File: config.mk
export PLATFORM = sky130hd
export DESIGN_NAME = cmpresn_mngr
export DESIGN_NICKNAME = d
export VERILOG_FILES = /design/src/hdl/mem_bus_pkg.sv /design/src/hdl/cmpresn_pkg.sv /design/src/hdl/page_read_ctr.sv /design/src/hdl/uc_way_table.sv /design/src/hdl/cmpresn_fsm.sv /design/src/hdl/cmpresn_mngr.sv
export SDC_FILE = /design/constraint.sdc
export NUM_CORES = 1
export LEC_CHECK = 0
export BUFFER_PORTS_ARGS = -buffer_cell sky130_fd_sc_hd__buf_4
export CORE_MARGIN = 2
export CORE_UTILIZATION = 25
export DETAILED_ROUTE_END_ITERATION = 10
export PLACE_DENSITY = 0.4
export SYNTH_ARGS = -nofsm -noshare
export SYNTH_HDL_FRONTEND = slang
export SYNTH_SLANG_ARGS = --single-unit
File: constraint.sdc
create_clock -name clk_i -period 7.7 [get_ports clk_i]
set_input_delay 1.54 -clock clk_i [delete_from_list [all_inputs] [get_ports clk_i]]
set_output_delay 1.54 -clock clk_i [all_outputs]
set_load 0.01 [all_outputs]
File: src/hdl/mem_bus_pkg.sv
package mem_bus_pkg;

    // read port widths
    localparam int addr_w = 48;             // byte address
    localparam int data_w = 64;             // one read beat
    localparam int resp_w = 2;

    localparam logic [resp_w-1:0] resp_okay = 2'd0; // anything else is a bus fault

    // page geometry
    localparam int page_bytes = 4096;
    localparam int page_sh    = 12;         // log2 of page_bytes

    // a page is fetched as whole cache lines
    localparam int beat_bytes     = 64;
    localparam int beats_per_page = 64;     // page_bytes / beat_bytes
    localparam int beat_cnt_w     = 7;      // counts 0 .. beats_per_page inclusive

    typedef logic [addr_w-1:0]         addr_t;
    typedef logic [addr_w-page_sh-1:0] way_t;  // page number, byte address >> page_sh

endpackage

File: src/hdl/cmpresn_pkg.sv
package cmpresn_pkg;

    // compressor result
    localparam int size_w = 14;             // compressed size in bytes

    // zspages are grouped by size class, one class per 512 bytes of size
    localparam int size_class_bytes = 512;
    localparam int size_class_count = 8;
    localparam int class_w          = 3;

    typedef logic [class_w-1:0] class_t;

    // attribute table
    localparam int att_id_w = 16;

    typedef logic [att_id_w-1:0] att_id_t;

    // a fresh zspage keeps its metadata in the first bytes of the way
    localparam int zs_offset = 64;

    // list an entry lives on
    typedef enum logic [1:0] {
        list_uncomp,                        // waiting for compression
        list_incomp,                        // compressor gave up
        list_ifl                            // stored in a zspage
    } list_t;

    // list entry as returned by a head read
    localparam int ent_way_w   = 36;        // bits 35..0 hold the way
    localparam int ent_att_lsb = 36;        // bits 51..36 hold the attribute id

endpackage

File: src/hdl/page_read_ctr.sv
module page_read_ctr (
    input  logic               clk_i,
    input  logic               rst_ni,
    input  logic               clear,         // restart on a new page
    input  mem_bus_pkg::way_t  base_way,
    input  logic               ar_ready,
    input  logic               rdfifo_full,
    input  logic               rdfifo_empty,
    output logic               beat_ar_valid,
    output mem_bus_pkg::addr_t beat_ar_addr,
    output logic               last           // all beats of the page issued
);
    import mem_bus_pkg::*;

    logic [beat_cnt_w-1:0] cnt_q;             // beats issued so far
    addr_t                 addr_q;            // address of the next beat
    logic                  valid_q;           // strobe seen last cycle

    assign last = (cnt_q == beat_cnt_w'(beats_per_page));

    // first beat waits for a drained fifo, later ones only need room
    assign beat_ar_valid = !clear && !last && ar_ready && !valid_q && !rdfifo_full &&
                           ((cnt_q != '0) || rdfifo_empty);
    assign beat_ar_addr  = addr_q;

    always_ff @(posedge clk_i or negedge rst_ni) begin
        if (!rst_ni) begin
            cnt_q   <= beat_cnt_w'(beats_per_page); // idle counter reads as finished
            valid_q <= 1'b0;
        end else begin
            valid_q <= beat_ar_valid;
            if (clear) begin
                cnt_q <= '0;
            end else if (beat_ar_valid) begin
                cnt_q <= cnt_q + 1'b1;
            end
        end
    end

    always_ff @(posedge clk_i) begin
        if (clear) begin
            addr_q <= {base_way, {page_sh{1'b0}}}; // page base
        end else if (beat_ar_valid) begin
            addr_q <= addr_q + addr_t'(beat_bytes); // next cache line
        end
    end

    // back-pressure: a full fifo freezes the beat count
    a_hold_on_full : assert property (@(posedge clk_i) disable iff (!rst_ni)
        rdfifo_full && !clear |=> cnt_q == $past(cnt_q));

endmodule

File: src/hdl/uc_way_table.sv
module uc_way_table (
    input  logic                clk_i,
    input  logic                rst_ni,
    input  cmpresn_pkg::class_t lookup_class,  // also selects the entry written
    input  logic                write,
    input  mem_bus_pkg::addr_t  write_base,
    input  mem_bus_pkg::addr_t  write_fill,
    output logic                valid,
    output mem_bus_pkg::addr_t  base,
    output mem_bus_pkg::addr_t  fill
);
    import mem_bus_pkg::*;
    import cmpresn_pkg::*;

    logic [size_class_count-1:0] vld_q;          // class has an open zspage
    addr_t                       base_q [size_class_count]; // zspage way address
    addr_t                       fill_q [size_class_count]; // next free byte

    always_ff @(posedge clk_i or negedge rst_ni) begin
        if (!rst_ni) begin
            vld_q <= '0;
        end else if (write) begin
            vld_q[lookup_class] <= 1'b1;         // entries are only ever replaced
        end
    end

    always_ff @(posedge clk_i) begin
        if (write) begin
            base_q[lookup_class] <= write_base;
            fill_q[lookup_class] <= write_fill;
        end
    end

    // same-cycle lookup
    assign valid = vld_q[lookup_class];
    assign base  = base_q[lookup_class];
    assign fill  = fill_q[lookup_class];

    // the fill pointer stays inside the zspage it belongs to
    a_fill_in_page : assert property (@(posedge clk_i) disable iff (!rst_ni)
        write |-> (write_fill >= write_base) &&
                  (write_fill <= write_base + addr_t'(page_bytes)));

endmodule

File: src/hdl/cmpresn_fsm.sv
module cmpresn_fsm (
    input  logic                                clk_i,
    input  logic                                rst_ni,
    input  logic                                cmpresn_trigger,
    input  mem_bus_pkg::addr_t                  ucmp_head_addr,
    input  logic                                ar_ready,
    input  logic                                r_valid,
    input  logic [mem_bus_pkg::resp_w-1:0]      r_resp,
    input  logic [mem_bus_pkg::data_w-1:0]      r_data,
    input  logic                                rdfifo_full,
    input  logic                                rdfifo_empty,
    input  logic                                comp_done,
    input  logic                                incompressible,
    input  logic [cmpresn_pkg::size_w-1:0]      comp_size,
    input  logic                                pgwr_ready,
    input  logic                                zspg_updated,
    input  logic                                tbl_update_done,
    input  logic                                rd_last,
    input  logic                                uc_valid,
    input  mem_bus_pkg::addr_t                  uc_base,
    input  mem_bus_pkg::addr_t                  uc_fill,
    output logic                                head_ar_valid,
    output mem_bus_pkg::addr_t                  head_ar_addr,
    output logic                                page_read_active,
    output logic                                rd_clear,
    output mem_bus_pkg::way_t                   rd_base,
    output cmpresn_pkg::class_t                 uc_class,
    output logic                                uc_write,
    output mem_bus_pkg::addr_t                  uc_new_base,
    output mem_bus_pkg::addr_t                  uc_new_fill,
    output logic                                comp_start,
    output logic                                zspg_update,
    output mem_bus_pkg::addr_t                  zspg_base,
    output mem_bus_pkg::addr_t                  zspg_cpage_start,
    output logic [cmpresn_pkg::size_w-1:0]      zspg_size,
    output logic                                tbl_update,
    output cmpresn_pkg::list_t                  tbl_src,
    output cmpresn_pkg::list_t                  tbl_dst,
    output mem_bus_pkg::addr_t                  tbl_way_addr,
    output cmpresn_pkg::att_id_t                tbl_att_id,
    output cmpresn_pkg::class_t                 tbl_class,
    output logic                                cmpresn_done,
    output mem_bus_pkg::way_t                   cmpresn_free_way,
    output logic                                bus_error
);
    import mem_bus_pkg::*;
    import cmpresn_pkg::*;

    typedef enum logic [3:0] {
        S_IDLE, S_HEAD_REQ, S_HEAD_WAIT, S_RD_CLEAR, S_PAGE_READ, S_COMP_WAIT,
        S_FILE, S_ZS_WRITE, S_TBL_INCOMP, S_TBL_IFL, S_ERROR, S_BUS_ERR
    } state_t;

    state_t            state_q;
    way_t              ent_way_q;   // decoded list entry
    att_id_t           ent_att_q;
    logic [size_w-1:0] size_q;      // compressed size and its class
    class_t            class_q;
    addr_t             cpage_q;     // where the compressed page lands
    addr_t             zs_base_q;   // zspage holding it
    logic              fits_q;      // appended to an open zspage, frees own way
    addr_t             way_addr;
    logic              fit;
    logic              bad_resp;

    assign way_addr = {ent_way_q, {page_sh{1'b0}}};
    // open zspage of this class has room for the whole page
    assign fit      = uc_valid && (uc_fill + addr_t'(size_q) <= uc_base + addr_t'(page_bytes));
    assign bad_resp = r_valid && (r_resp != resp_okay);

    assign head_ar_valid    = (state_q == S_HEAD_REQ) && ar_ready;
    assign head_ar_addr     = ucmp_head_addr;
    assign page_read_active = (state_q == S_PAGE_READ);  // hands the read port to the counter
    assign rd_clear         = (state_q == S_RD_CLEAR);
    assign rd_base          = ent_way_q;

    // table entry is replaced once the list move is acknowledged
    assign uc_class    = class_q;
    assign uc_write    = (state_q == S_TBL_IFL) && tbl_update && tbl_update_done;
    assign uc_new_base = zs_base_q;
    assign uc_new_fill = cpage_q + addr_t'(size_q);

    assign zspg_base        = zs_base_q;
    assign zspg_cpage_start = cpage_q;
    assign zspg_size        = size_q;

    assign tbl_src      = list_uncomp;                 // always leaves the uncomp list
    assign tbl_dst      = (state_q == S_TBL_INCOMP) ? list_incomp : list_ifl;
    assign tbl_way_addr = (state_q == S_TBL_INCOMP) ? way_addr : cpage_q;
    assign tbl_att_id   = ent_att_q;
    assign tbl_class    = class_q;

    always_ff @(posedge clk_i) begin
        if (state_q == S_HEAD_WAIT && r_valid) begin
            ent_way_q <= r_data[ent_way_w-1:0];
            ent_att_q <= r_data[ent_att_lsb +: att_id_w];
        end
        if (state_q == S_COMP_WAIT && comp_done) begin
            size_q  <= comp_size;
            class_q <= class_t'(comp_size / size_class_bytes);
        end
        if (state_q == S_FILE) begin
            fits_q <= fit;
            if (fit) begin
                cpage_q   <= uc_fill;                  // append behind the last page
                zs_base_q <= uc_base;
            end else begin
                cpage_q   <= way_addr + addr_t'(zs_offset); // new zspage in own way
                zs_base_q <= way_addr;
            end
        end
    end

    always_ff @(posedge clk_i or negedge rst_ni) begin
        if (!rst_ni) begin
            state_q          <= S_IDLE;
            comp_start       <= 1'b0;
            zspg_update      <= 1'b0;
            tbl_update       <= 1'b0;
            cmpresn_done     <= 1'b0;
            cmpresn_free_way <= '0;
            bus_error        <= 1'b0;
        end else begin
            cmpresn_done <= 1'b0;                      // single-cycle pulse
            case (state_q)
                S_IDLE: begin
                    if (cmpresn_trigger) begin
                        state_q <= S_HEAD_REQ;
                    end
                end
                S_HEAD_REQ: begin
                    if (ar_ready) begin
                        state_q <= S_HEAD_WAIT;        // strobe goes out this cycle
                    end
                end
                S_HEAD_WAIT: begin
                    if (r_valid) begin
                        state_q <= S_RD_CLEAR;
                    end
                end
                S_RD_CLEAR: begin
                    if (rdfifo_empty) begin            // previous page drained
                        state_q <= S_PAGE_READ;
                    end
                end
                S_PAGE_READ: begin
                    if (rd_last && rdfifo_full) begin
                        comp_start <= 1'b1;
                        state_q    <= S_COMP_WAIT;
                    end
                end
                S_COMP_WAIT: begin
                    if (incompressible) begin
                        comp_start <= 1'b0;
                        state_q    <= S_TBL_INCOMP;
                    end else if (comp_done) begin
                        comp_start <= 1'b0;
                        state_q    <= S_FILE;
                    end
                end
                S_FILE: begin
                    // a fresh zspage must hold metadata and page in one way
                    if (!fit && (int'(size_q) + zs_offset >= page_bytes)) begin
                        state_q <= S_ERROR;
                    end else begin
                        state_q <= S_ZS_WRITE;
                    end
                end
                S_ZS_WRITE: begin
                    if (zspg_update && zspg_updated) begin
                        zspg_update <= 1'b0;
                        state_q     <= S_TBL_IFL;
                    end else if (pgwr_ready) begin
                        zspg_update <= 1'b1;
                    end
                end
                S_TBL_INCOMP, S_TBL_IFL: begin
                    if (tbl_update && tbl_update_done) begin
                        tbl_update <= 1'b0;
                        if (state_q == S_TBL_IFL && fits_q) begin
                            cmpresn_done     <= 1'b1;  // own way is now free
                            cmpresn_free_way <= ent_way_q;
                            state_q          <= S_IDLE;
                        end else begin
                            state_q <= S_HEAD_REQ;     // keep compressing
                        end
                    end else if (pgwr_ready) begin
                        tbl_update <= 1'b1;
                    end
                end
                default: ;                             // error states hold until reset
            endcase
            if (bad_resp) begin
                state_q      <= S_BUS_ERR;
                bus_error    <= 1'b1;
                comp_start   <= 1'b0;
                zspg_update  <= 1'b0;
                tbl_update   <= 1'b0;
                cmpresn_done <= 1'b0;
            end
        end
    end

    // head strobe is single-cycle and only with ar_ready
    a_head_strobe : assert property (@(posedge clk_i) disable iff (!rst_ni)
        head_ar_valid |-> ar_ready && !$past(head_ar_valid));

    // the page writer takes one request at a time
    a_one_writer_req : assert property (@(posedge clk_i) disable iff (!rst_ni)
        !(zspg_update && tbl_update));

endmodule

File: src/hdl/cmpresn_mngr.sv
module cmpresn_mngr (
    input  logic                           clk_i,
    input  logic                           rst_ni,
    input  logic                           cmpresn_trigger,
    input  mem_bus_pkg::addr_t             ucmp_head_addr,
    input  logic                           ar_ready,
    input  logic                           r_valid,
    input  logic [mem_bus_pkg::resp_w-1:0] r_resp,
    input  logic [mem_bus_pkg::data_w-1:0] r_data,
    input  logic                           rdfifo_full,
    input  logic                           rdfifo_empty,
    input  logic                           comp_done,
    input  logic                           incompressible,
    input  logic [cmpresn_pkg::size_w-1:0] comp_size,
    input  logic                           pgwr_ready,
    input  logic                           zspg_updated,
    input  logic                           tbl_update_done,
    output logic                           ar_valid,
    output mem_bus_pkg::addr_t             ar_addr,
    output logic                           comp_start,
    output logic                           zspg_update,
    output mem_bus_pkg::addr_t             zspg_base,
    output mem_bus_pkg::addr_t             zspg_cpage_start,
    output logic [cmpresn_pkg::size_w-1:0] zspg_size,
    output logic                           tbl_update,
    output cmpresn_pkg::list_t             tbl_src,
    output cmpresn_pkg::list_t             tbl_dst,
    output mem_bus_pkg::addr_t             tbl_way_addr,
    output cmpresn_pkg::att_id_t           tbl_att_id,
    output cmpresn_pkg::class_t            tbl_class,
    output logic                           cmpresn_done,
    output mem_bus_pkg::way_t              cmpresn_free_way,
    output logic                           bus_error
);
    import mem_bus_pkg::*;
    import cmpresn_pkg::*;

    logic   head_ar_valid, beat_ar_valid;    // the two read requesters
    addr_t  head_ar_addr, beat_ar_addr;
    logic   page_read_active;
    logic   rd_clear, rd_last;
    way_t   rd_base;
    class_t uc_class;
    logic   uc_valid, uc_write;
    addr_t  uc_base, uc_fill, uc_new_base, uc_new_fill;

    // beat counter owns the read port only during a page read
    assign ar_valid = page_read_active ? beat_ar_valid : head_ar_valid;
    assign ar_addr  = page_read_active ? beat_ar_addr : head_ar_addr;

    cmpresn_fsm u_fsm (
        .clk_i, .rst_ni, .cmpresn_trigger, .ucmp_head_addr, .ar_ready,
        .r_valid, .r_resp, .r_data, .rdfifo_full, .rdfifo_empty,
        .comp_done, .incompressible, .comp_size,
        .pgwr_ready, .zspg_updated, .tbl_update_done,
        .rd_last, .uc_valid, .uc_base, .uc_fill,
        .head_ar_valid, .head_ar_addr, .page_read_active, .rd_clear, .rd_base,
        .uc_class, .uc_write, .uc_new_base, .uc_new_fill,
        .comp_start, .zspg_update, .zspg_base, .zspg_cpage_start, .zspg_size,
        .tbl_update, .tbl_src, .tbl_dst, .tbl_way_addr, .tbl_att_id, .tbl_class,
        .cmpresn_done, .cmpresn_free_way, .bus_error
    );

    page_read_ctr u_rd_ctr (
        .clk_i, .rst_ni,
        .clear         (rd_clear),
        .base_way      (rd_base),
        .ar_ready, .rdfifo_full, .rdfifo_empty,
        .beat_ar_valid,
        .beat_ar_addr,
        .last          (rd_last)
    );

    uc_way_table u_uc_tbl (
        .clk_i, .rst_ni,
        .lookup_class  (uc_class),
        .write         (uc_write),
        .write_base    (uc_new_base),
        .write_fill    (uc_new_fill),
        .valid         (uc_valid),
        .base          (uc_base),
        .fill          (uc_fill)
    );

endmodule

==> impl_metrics.env, run 1 <==
export IMPL_status="finished, final reports clean"
export IMPL_grt_overflow_total=0
export IMPL_slew_limit_headroom_pct=23.86
export IMPL_hold_viol=0
export IMPL_tns_ns=0
export IMPL_clock_latency_ns=0.75
export IMPL_path_buf_inv=5
export IMPL_grt_pass1_vias=27012
export IMPL_final_seq_area_mm2=0.03076
export IMPL_drv_cap=0
export IMPL_fmax_mhz=141.6
export IMPL_ctsHtreeMaxLevel=3
export IMPL_post_place_cells=5489
export IMPL_dr_pass1_iters=5
export IMPL_min_path_cells=1
export IMPL_reg2reg_depth=20
export IMPL_clock_path_buffers=3
export IMPL_die_area_mm2=0.1863
export IMPL_dp_hpwl_um=98480
export IMPL_synth_top_cells_by_area="edfxtp_1, mux4_2, mux2_2"
export IMPL_rrSetupSlack_ns=0.64
export IMPL_hold_end="u_uc_tbl.vld_q[6]$_DFFE_PN0P_"
export IMPL_grt_first_pass_wirelength_um=206000
export IMPL_routed_via_density=4.576
export IMPL_drc_errors=0
export IMPL_place_ws_ns=0.2112
export IMPL_finalCritPeriodShare_pct=91.70
export IMPL_cp_common_cell="buf_4"
export IMPL_numCtsBuffers=118
export IMPL_drt_iter0_drc=1680
export IMPL_hp_class="reg -> reg"
export IMPL_rsz0062_at_grt="no"
export IMPL_cp_max_fo=32
export IMPL_syn_area_per_cell_um2=16.67
export IMPL_cts_tree="done"
export IMPL_drive_gt1_share_pct=31.29
export IMPL_core_mm2=0.1811
export IMPL_start_kind="flop"
export IMPL_irDropWorstVdd_mv=0.1722
export IMPL_multi_input_comb_area_mm2=0.01411
export IMPL_synthArstFlopShare_pct=5.882
export IMPL_die_h_um=431.6
export IMPL_synth_most_common_cell="edfxtp_1"
export IMPL_synth_edf_count=967
export IMPL_critical_path_required_ns=8.18
export IMPL_worst_clock_skew_ns=0.07456
export IMPL_vias=26139
export IMPL_drtAntennaViolNets=0
export IMPL_synth_largest_area_cell="edfxtp_1"
export IMPL_start_util_pct=25.23
export IMPL_cp_slowest_cell="dfxtp_4"
export IMPL_end_kind="flop"
export IMPL_ios=411
export IMPL_cts_num_sinks=1037
export IMPL_worst_pin_slew_ns=1.139
export IMPL_netlist_instances=2742
export IMPL_gp_congestion=0.7632
export IMPL_nets=3462
export IMPL_area_growth_pct=22.00
export IMPL_clk_pin_slew_ns=0.06
export IMPL_min_period_ns=7.061
export IMPL_synth_cell_area_mm2=0.04571
export IMPL_crit_chain="buf_12 > buf_4 > mux4_1 > mux2_2 > nor4b_1 > and3_1 > nand3_1 > nor3_1 > xnor2_1 > ha_1 > nand4_1 > nor4_1 > buf_4 > nand4_1 > a21oi_1 > buf_4 > a2111oi_2 > o21bai_4 > buf_12 > mux2_2"
export IMPL_crit_family="simple AND/OR/NAND/NOR gates"
export IMPL_grt_max_degree=92
export IMPL_max_stage_delay_ns=0.57
export IMPL_power_density_mw_per_mm2=246.0
export IMPL_p_leak_uw=0.01944
export IMPL_synth_top_area_share_pct=63.53
export IMPL_total_power_uw=13720
export IMPL_drt_total_wl_um=147500
export IMPL_fin_ws_ns=0.6395
export IMPL_synth_flop_cell="edfxtp_1"
export IMPL_arrival_ns=7.54
export IMPL_grt_use_total_pct=15.49
export IMPL_antenna_found_initial=3
export IMPL_ys_ff_latch=1037
export IMPL_fin_util_pct=30.79
export IMPL_synth_warnings=0
export IMPL_yosys_top_cells_count="edfxtp_1, nand2_1, mux4_2"
export IMPL_n_fill_cell=17885
export IMPL_wl_per_cell_um=25.83
export IMPL_min_from="u_uc_tbl.vld_q[6]$_DFFE_PN0P_"
export IMPL_die_w_um=431.6
export IMPL_critical_path_class="reg -> reg"
export IMPL_row_count=156
export IMPL_synthDistinctLibCells=81
export IMPL_seq_area_frac_synth_pct=67.26
export IMPL_drv_slew=0
export IMPL_fin_cells=5712
export IMPL_r2r_end="u_fsm.zspg_cpage_start[35]$_DFFE_PP_"
export IMPL_port_buffers=396
export IMPL_finalSetupViolations=0
export IMPL_cts_root_buf="clkbuf_16"
-- cell type report --
cell class	instances	area share [%]
diodes	2	0.008975
multi-input cells	1521	25.30
clock buffers	157	5.798
well taps	2370	5.318
repair buffers	497	6.893
clock inverters	63	1.079
inverters	65	0.4488
flip-flops and latches	1037	55.16
-- worst register-to-register path, cell delays in order (launching register included) --
cell       delay [ns]
dfxtp_4          0.57
buf_12           0.25
buf_4            0.57
mux4_1           0.41
mux2_2           0.25
nor4b_1          0.51
and3_1           0.44
nand3_1          0.37
nor3_1           0.32
xnor2_1          0.12
ha_1             0.29
nand4_1          0.27
nor4_1           0.36
buf_4            0.19
nand4_1          0.24
a21oi_1          0.33
buf_4            0.20
a2111oi_2        0.08
o21bai_4         0.33
buf_12           0.28
mux2_2           0.44
-- registers in the layout, indices dropped and copies added, names as in the netlist, named ones only --
signal,count
u_uc_tbl.fill_q,384
u_fsm.bus_error,1
u_fsm.state_q,4
u_fsm.zspg_size,12
u_fsm.tbl_class,2
u_fsm.comp_start,1
u_rd_ctr.valid_q,1
u_fsm.tbl_att_id,16
u_rd_ctr.beat_ar_addr,42
u_fsm.tbl_update,1
u_fsm.uc_new_base,48
u_fsm.zspg_cpage_start,48
u_fsm.zspg_update,1
u_uc_tbl.vld_q,8
u_uc_tbl.base_q,384
u_fsm.cmpresn_free_way,36
u_fsm.cmpresn_done,1
u_rd_ctr.cnt_q,7
u_fsm.fits_q,1
u_fsm.rd_base,36
-- layout by cell type (no fill, tap or decap), drive strengths merged, types with 5 or more instances in the layout --
master    netlist  routed
inv            64      68
nor3           34      34
a211oi          6       6
mux2i          90      90
edfxtp        967     967
nand4          43      43
a21oi          65      65
nand2         192     192
xor2           76      76
and3           20      20
a22oi           6       6
a31oi           8       8
mux4          189     189
o21bai          7       7
and4            9       9
mux2          154     154
o22ai          32      32
nor2          115     115
clkinv          1      43
o211ai          6       6
o21ai          69      69
bufinv          0       9
nand3          68      68
xnor2          91      91
ha             80      80
and2            5       5
dfrtp          60      60
dfxtp           9       9
or2            15      15
buf            71     497
a21o           18      18
nand2b         10      10
o21a           11      11
nor4           15      15
clkbuf         49     157
clkinvlp        0       8
nor2b          28      28
-- kinds of logic (layout without fill, tap and decap cells) --
logic type / Yosys count / after routing / share of synthesized area, %
flops: 1037 / 1037 / 67.26
simple gates: 581 / 581 / 6.290
mux: 433 / 433 / 15.23
compound gates: 256 / 256 / 3.542
buf+inv: 185 / 782 / 2.184
xor+xnor: 167 / 167 / 3.200
fa+ha+maj: 82 / 82 / 2.277
other cells: 1 / 4 / 0.008204
-- routing by layer --
| metal | vias up | GRT usage (%) | part of all wire, % |
|---|---|---|---|
| met1 | 13662 | 19.60 | 42 |
| met5 | - | 0 | 0 |
| met3 | 180 | 2.324 | 3.7 |
| met2 | 498 | 26.83 | 51 |
| li1 | 11799 | - | - |
| met4 | 0 | 5.480 | 3.1 |
-- stage by stage --
stage               instance area [um^2]  hold slack (ns)
floorplan                          45720           0.4389
global placement                   51900           0.4522
detailed placement                 51900           0.4532
CTS                                55740           0.4681
global route                       55760           0.4855
finish                             55760           0.4664
-- worst max path at each step --
| stage | from | to | slack [ns] | cells after the start |
|---|---|---|---|---|
| floorplan | flop | u_fsm.zspg_cpage_start[6]$_SDFFCE_PP1P_ | 0.63 | 31 |
| global placement | flop | u_fsm.zspg_cpage_start[8]$_SDFFCE_PP0P_ | 0.17 | 24 |
| detailed placement | flop | u_fsm.zspg_cpage_start[3]$_SDFFCE_PP0P_ | 0.21 | 24 |
| CTS | flop | u_fsm.zspg_cpage_start[1]$_SDFFCE_PP0P_ | 0.17 | 24 |
| global route | flop | u_fsm.zspg_cpage_start[10]$_SDFFCE_PP0P_ | 0.06 | 21 |
| finish | flop | u_fsm.zspg_cpage_start[35]$_DFFE_PP_ | 0.64 | 20 |
-- repair_timing --
item,CTS,global route
hold buffers,0,0
resized for setup,0,3
buffers inserted,0,1
endpoints found under the setup margin,0,53
-- report_power, final --
part           internal, uW  switching (uW)
Clock                  3240            2380
Sequential             6410             260
Combinational           613             809
Power figures use the tool's default switching activity.
==> run 2: changes to the inputs <==
--- a/config.mk
+++ b/config.mk
@@ -6,6 +6,7 @@
 export NUM_CORES = 1
 export LEC_CHECK = 0
 export BUFFER_PORTS_ARGS = -buffer_cell sky130_fd_sc_hd__buf_4
+export CORE_ASPECT_RATIO = 1.5
 export CORE_MARGIN = 2
 export CORE_UTILIZATION = 25
 export DETAILED_ROUTE_END_ITERATION = 10
==> run 2 against run 1 <==
Combinational power is essentially flat; sequential power is essentially flat; utilization shrank 0.078 points; non-clock buffer count grew 17; clock power shrank 2%; critical path type unchanged; largest power group unchanged.
==> impl_metrics.env, run 2 (synthesis gave the netlist of run 1 again) <==
export IMPL_status="finished, final reports clean"
export IMPL_worst_pin_slew_ns=1.120
export IMPL_top_layer_used="met4"
export IMPL_antenna_found_initial=11
export IMPL_hold_buffers=0
export IMPL_port_buffers=396
export IMPL_post_cts_resize_count=0
export IMPL_min_period_ns=7.321
export IMPL_worst_clock_skew_ns=0.03480
export IMPL_clock_path_buffers=3
export IMPL_drtAntennaViolNets=0
export IMPL_cp_max_fo=18
export IMPL_arrival_ns=7.80
export IMPL_row_count=192
export IMPL_drv_slew=0
export IMPL_die_area_mm2=0.1863
export IMPL_fmax_mhz=136.6
export IMPL_cts_root_buf="clkbuf_16"
export IMPL_cts_setup_buffers=0
export IMPL_reg_top3="u_uc_tbl.base_q: 384 flops, u_uc_tbl.fill_q: 384 flops"
export IMPL_tns_ns=0
export IMPL_clk_pin_slew_ns=0.06
export IMPL_ios=411
export IMPL_start_util_pct=25.10
export IMPL_nets=3475
export IMPL_max_stage_delay_ns=0.94
export IMPL_finalCritPeriodShare_pct=95.08
export IMPL_p_leak_uw=0.01949
export IMPL_wl_per_cell_um=26.31
export IMPL_grt_first_pass_wirelength_um=212300
export IMPL_die_w_um=353.1
export IMPL_critical_path_required_ns=8.18
export IMPL_wl_met1_um=63800
export IMPL_start_kind="flop"
export IMPL_wl_met2_um=78860
export IMPL_grt_overflow_total=0
export IMPL_place_ws_ns=0.06427
export IMPL_hold_viol=0
export IMPL_path_buf_inv=4
export IMPL_area_growth_pct=22.33
export IMPL_met3_length_um=6125
export IMPL_drc_errors=0
export IMPL_cts_tree="done"
export IMPL_final_cell_mix="edfxtp_1, buf_4, nand2_1, mux4_2, mux2_2"
export IMPL_grt_use_total_pct=15.99
export IMPL_drv_cap=0
export IMPL_numCtsBuffers=114
export IMPL_clock_latency_ns=0.75
export IMPL_end_kind="flop"
export IMPL_total_power_uw=13600
export IMPL_hp_class="reg -> reg"
export IMPL_dp_hpwl_um=96690
export IMPL_power_density_mw_per_mm2=243.2
export IMPL_drt_iter0_drc=1707
export IMPL_vias=26494
export IMPL_post_dp_cell_area_mm2=0.05220
export IMPL_final_common_cell="edfxtp_1"
export IMPL_critical_path_class="reg -> reg"
export IMPL_cts_num_sinks=1037
export IMPL_rsz0062_at_grt="no"
export IMPL_grt_pass1_vias=27793
export IMPL_fin_ws_ns=0.3791
export IMPL_irDropWorstVdd_mv=0.1685
export IMPL_drive_gt1_share_pct=31.64
export IMPL_dr_pass1_iters=5
export IMPL_crit_chain="buf_4 > mux4_2 > nand2_1 > nand2_1 > ha_1 > nand3_1 > nor3_1 > a31oi_1 > a21oi_1 > o211ai_1 > buf_4 > nor3_1 > xnor2_1 > ha_1 > buf_4 > a21o_1 > a21o_1 > a21oi_1 > o21ai_0 > a2111oi_2 > o21bai_4 > buf_4 > or2_2"
export IMPL_die_h_um=527.7
export IMPL_cp_slowest_cell="a2111oi_2"
export IMPL_drt_total_wl_um=151900
export IMPL_finalSetupViolations=0
export IMPL_grt_max_degree=98
export IMPL_slew_limit_headroom_pct=25.06
export IMPL_cp_common_cell="buf_4"
export IMPL_final_area_mm2=0.05592
export IMPL_n_fill_cell=18212
export IMPL_routed_via_density=4.588
export IMPL_gp_congestion=0.7936
export IMPL_crit_family="compound AO/OA/AOI/OAI gates"
export IMPL_core_mm2=0.1821
export IMPL_ctsHtreeMaxLevel=3
run 2: final timing paths:
check                                               from                                 endpoint  slack, ns  cells after the start
setup reg to reg                                    flop  u_fsm.zspg_cpage_start[6]$_SDFFCE_PP1P_       0.38                     23
max in group asynchronous                         rst_ni   u_fsm.cmpresn_free_way[24]$_DFFE_PN0P_       6.07                      1
min in group asynchronous                         rst_ni              u_fsm.bus_error$_DFFE_PN0P_       0.94                      1
hold reg to reg            u_uc_tbl.vld_q[5]$_DFFE_PN0P_            u_uc_tbl.vld_q[5]$_DFFE_PN0P_       0.46                      1
setup / recovery                                    flop  u_fsm.zspg_cpage_start[6]$_SDFFCE_PP1P_       0.38                     23
hold / removal             u_uc_tbl.vld_q[5]$_DFFE_PN0P_            u_uc_tbl.vld_q[5]$_DFFE_PN0P_       0.46                      1
run 2: metal layers:
metal	global-route usage (%)	up-vias
met5	0	-
met4	4.221	0
met3	2.060	146
met2	28.64	650
met1	20.18	13911
li1	-	11787
run 2: area by class of cell:
| type | instances | area [um^2] | area share [%] |
|---|---|---|---|
| Tap cell | 2425 | 3034 | 5.426 |
| Clock inverter | 69 | 649.4 | 1.161 |
| Clock buffer | 141 | 3049 | 5.453 |
| Timing Repair Buffer | 514 | 4059 | 7.259 |
| Sequential cell | 1037 | 30760 | 55.00 |
| Antenna cell | 3 | 7.507 | 0.01343 |
| Multi-Input combinational cell | 1521 | 14110 | 25.24 |
| Inverter | 65 | 247.7 | 0.4430 |
run 2: metrics by stage:
step           std cells  hold slack, ns  utilization (%)
2_1_floorplan       2743          0.4389                -
3_3_place_gp        5562          0.4529            28.67
3_5_place_dp        5562          0.4546            28.67
4_1_cts             5772          0.4694            30.70
5_1_grt             5773          0.4923            30.71
6_report            5775          0.4645            30.71
run 2: power by group:
| part | switching, uW | total (uW) | leakage, uW | internal [uW] |
|---|---|---|---|---|
| combinational | 798 | 1410 | 0.00809 | 616 |
| sequential | 270 | 6680 | 0.00960 | 6410 |
| clock | 2370 | 5500 | 0.00179 | 3140 |
| total | 3430 | 13600 | 0.0195 | 10200 |
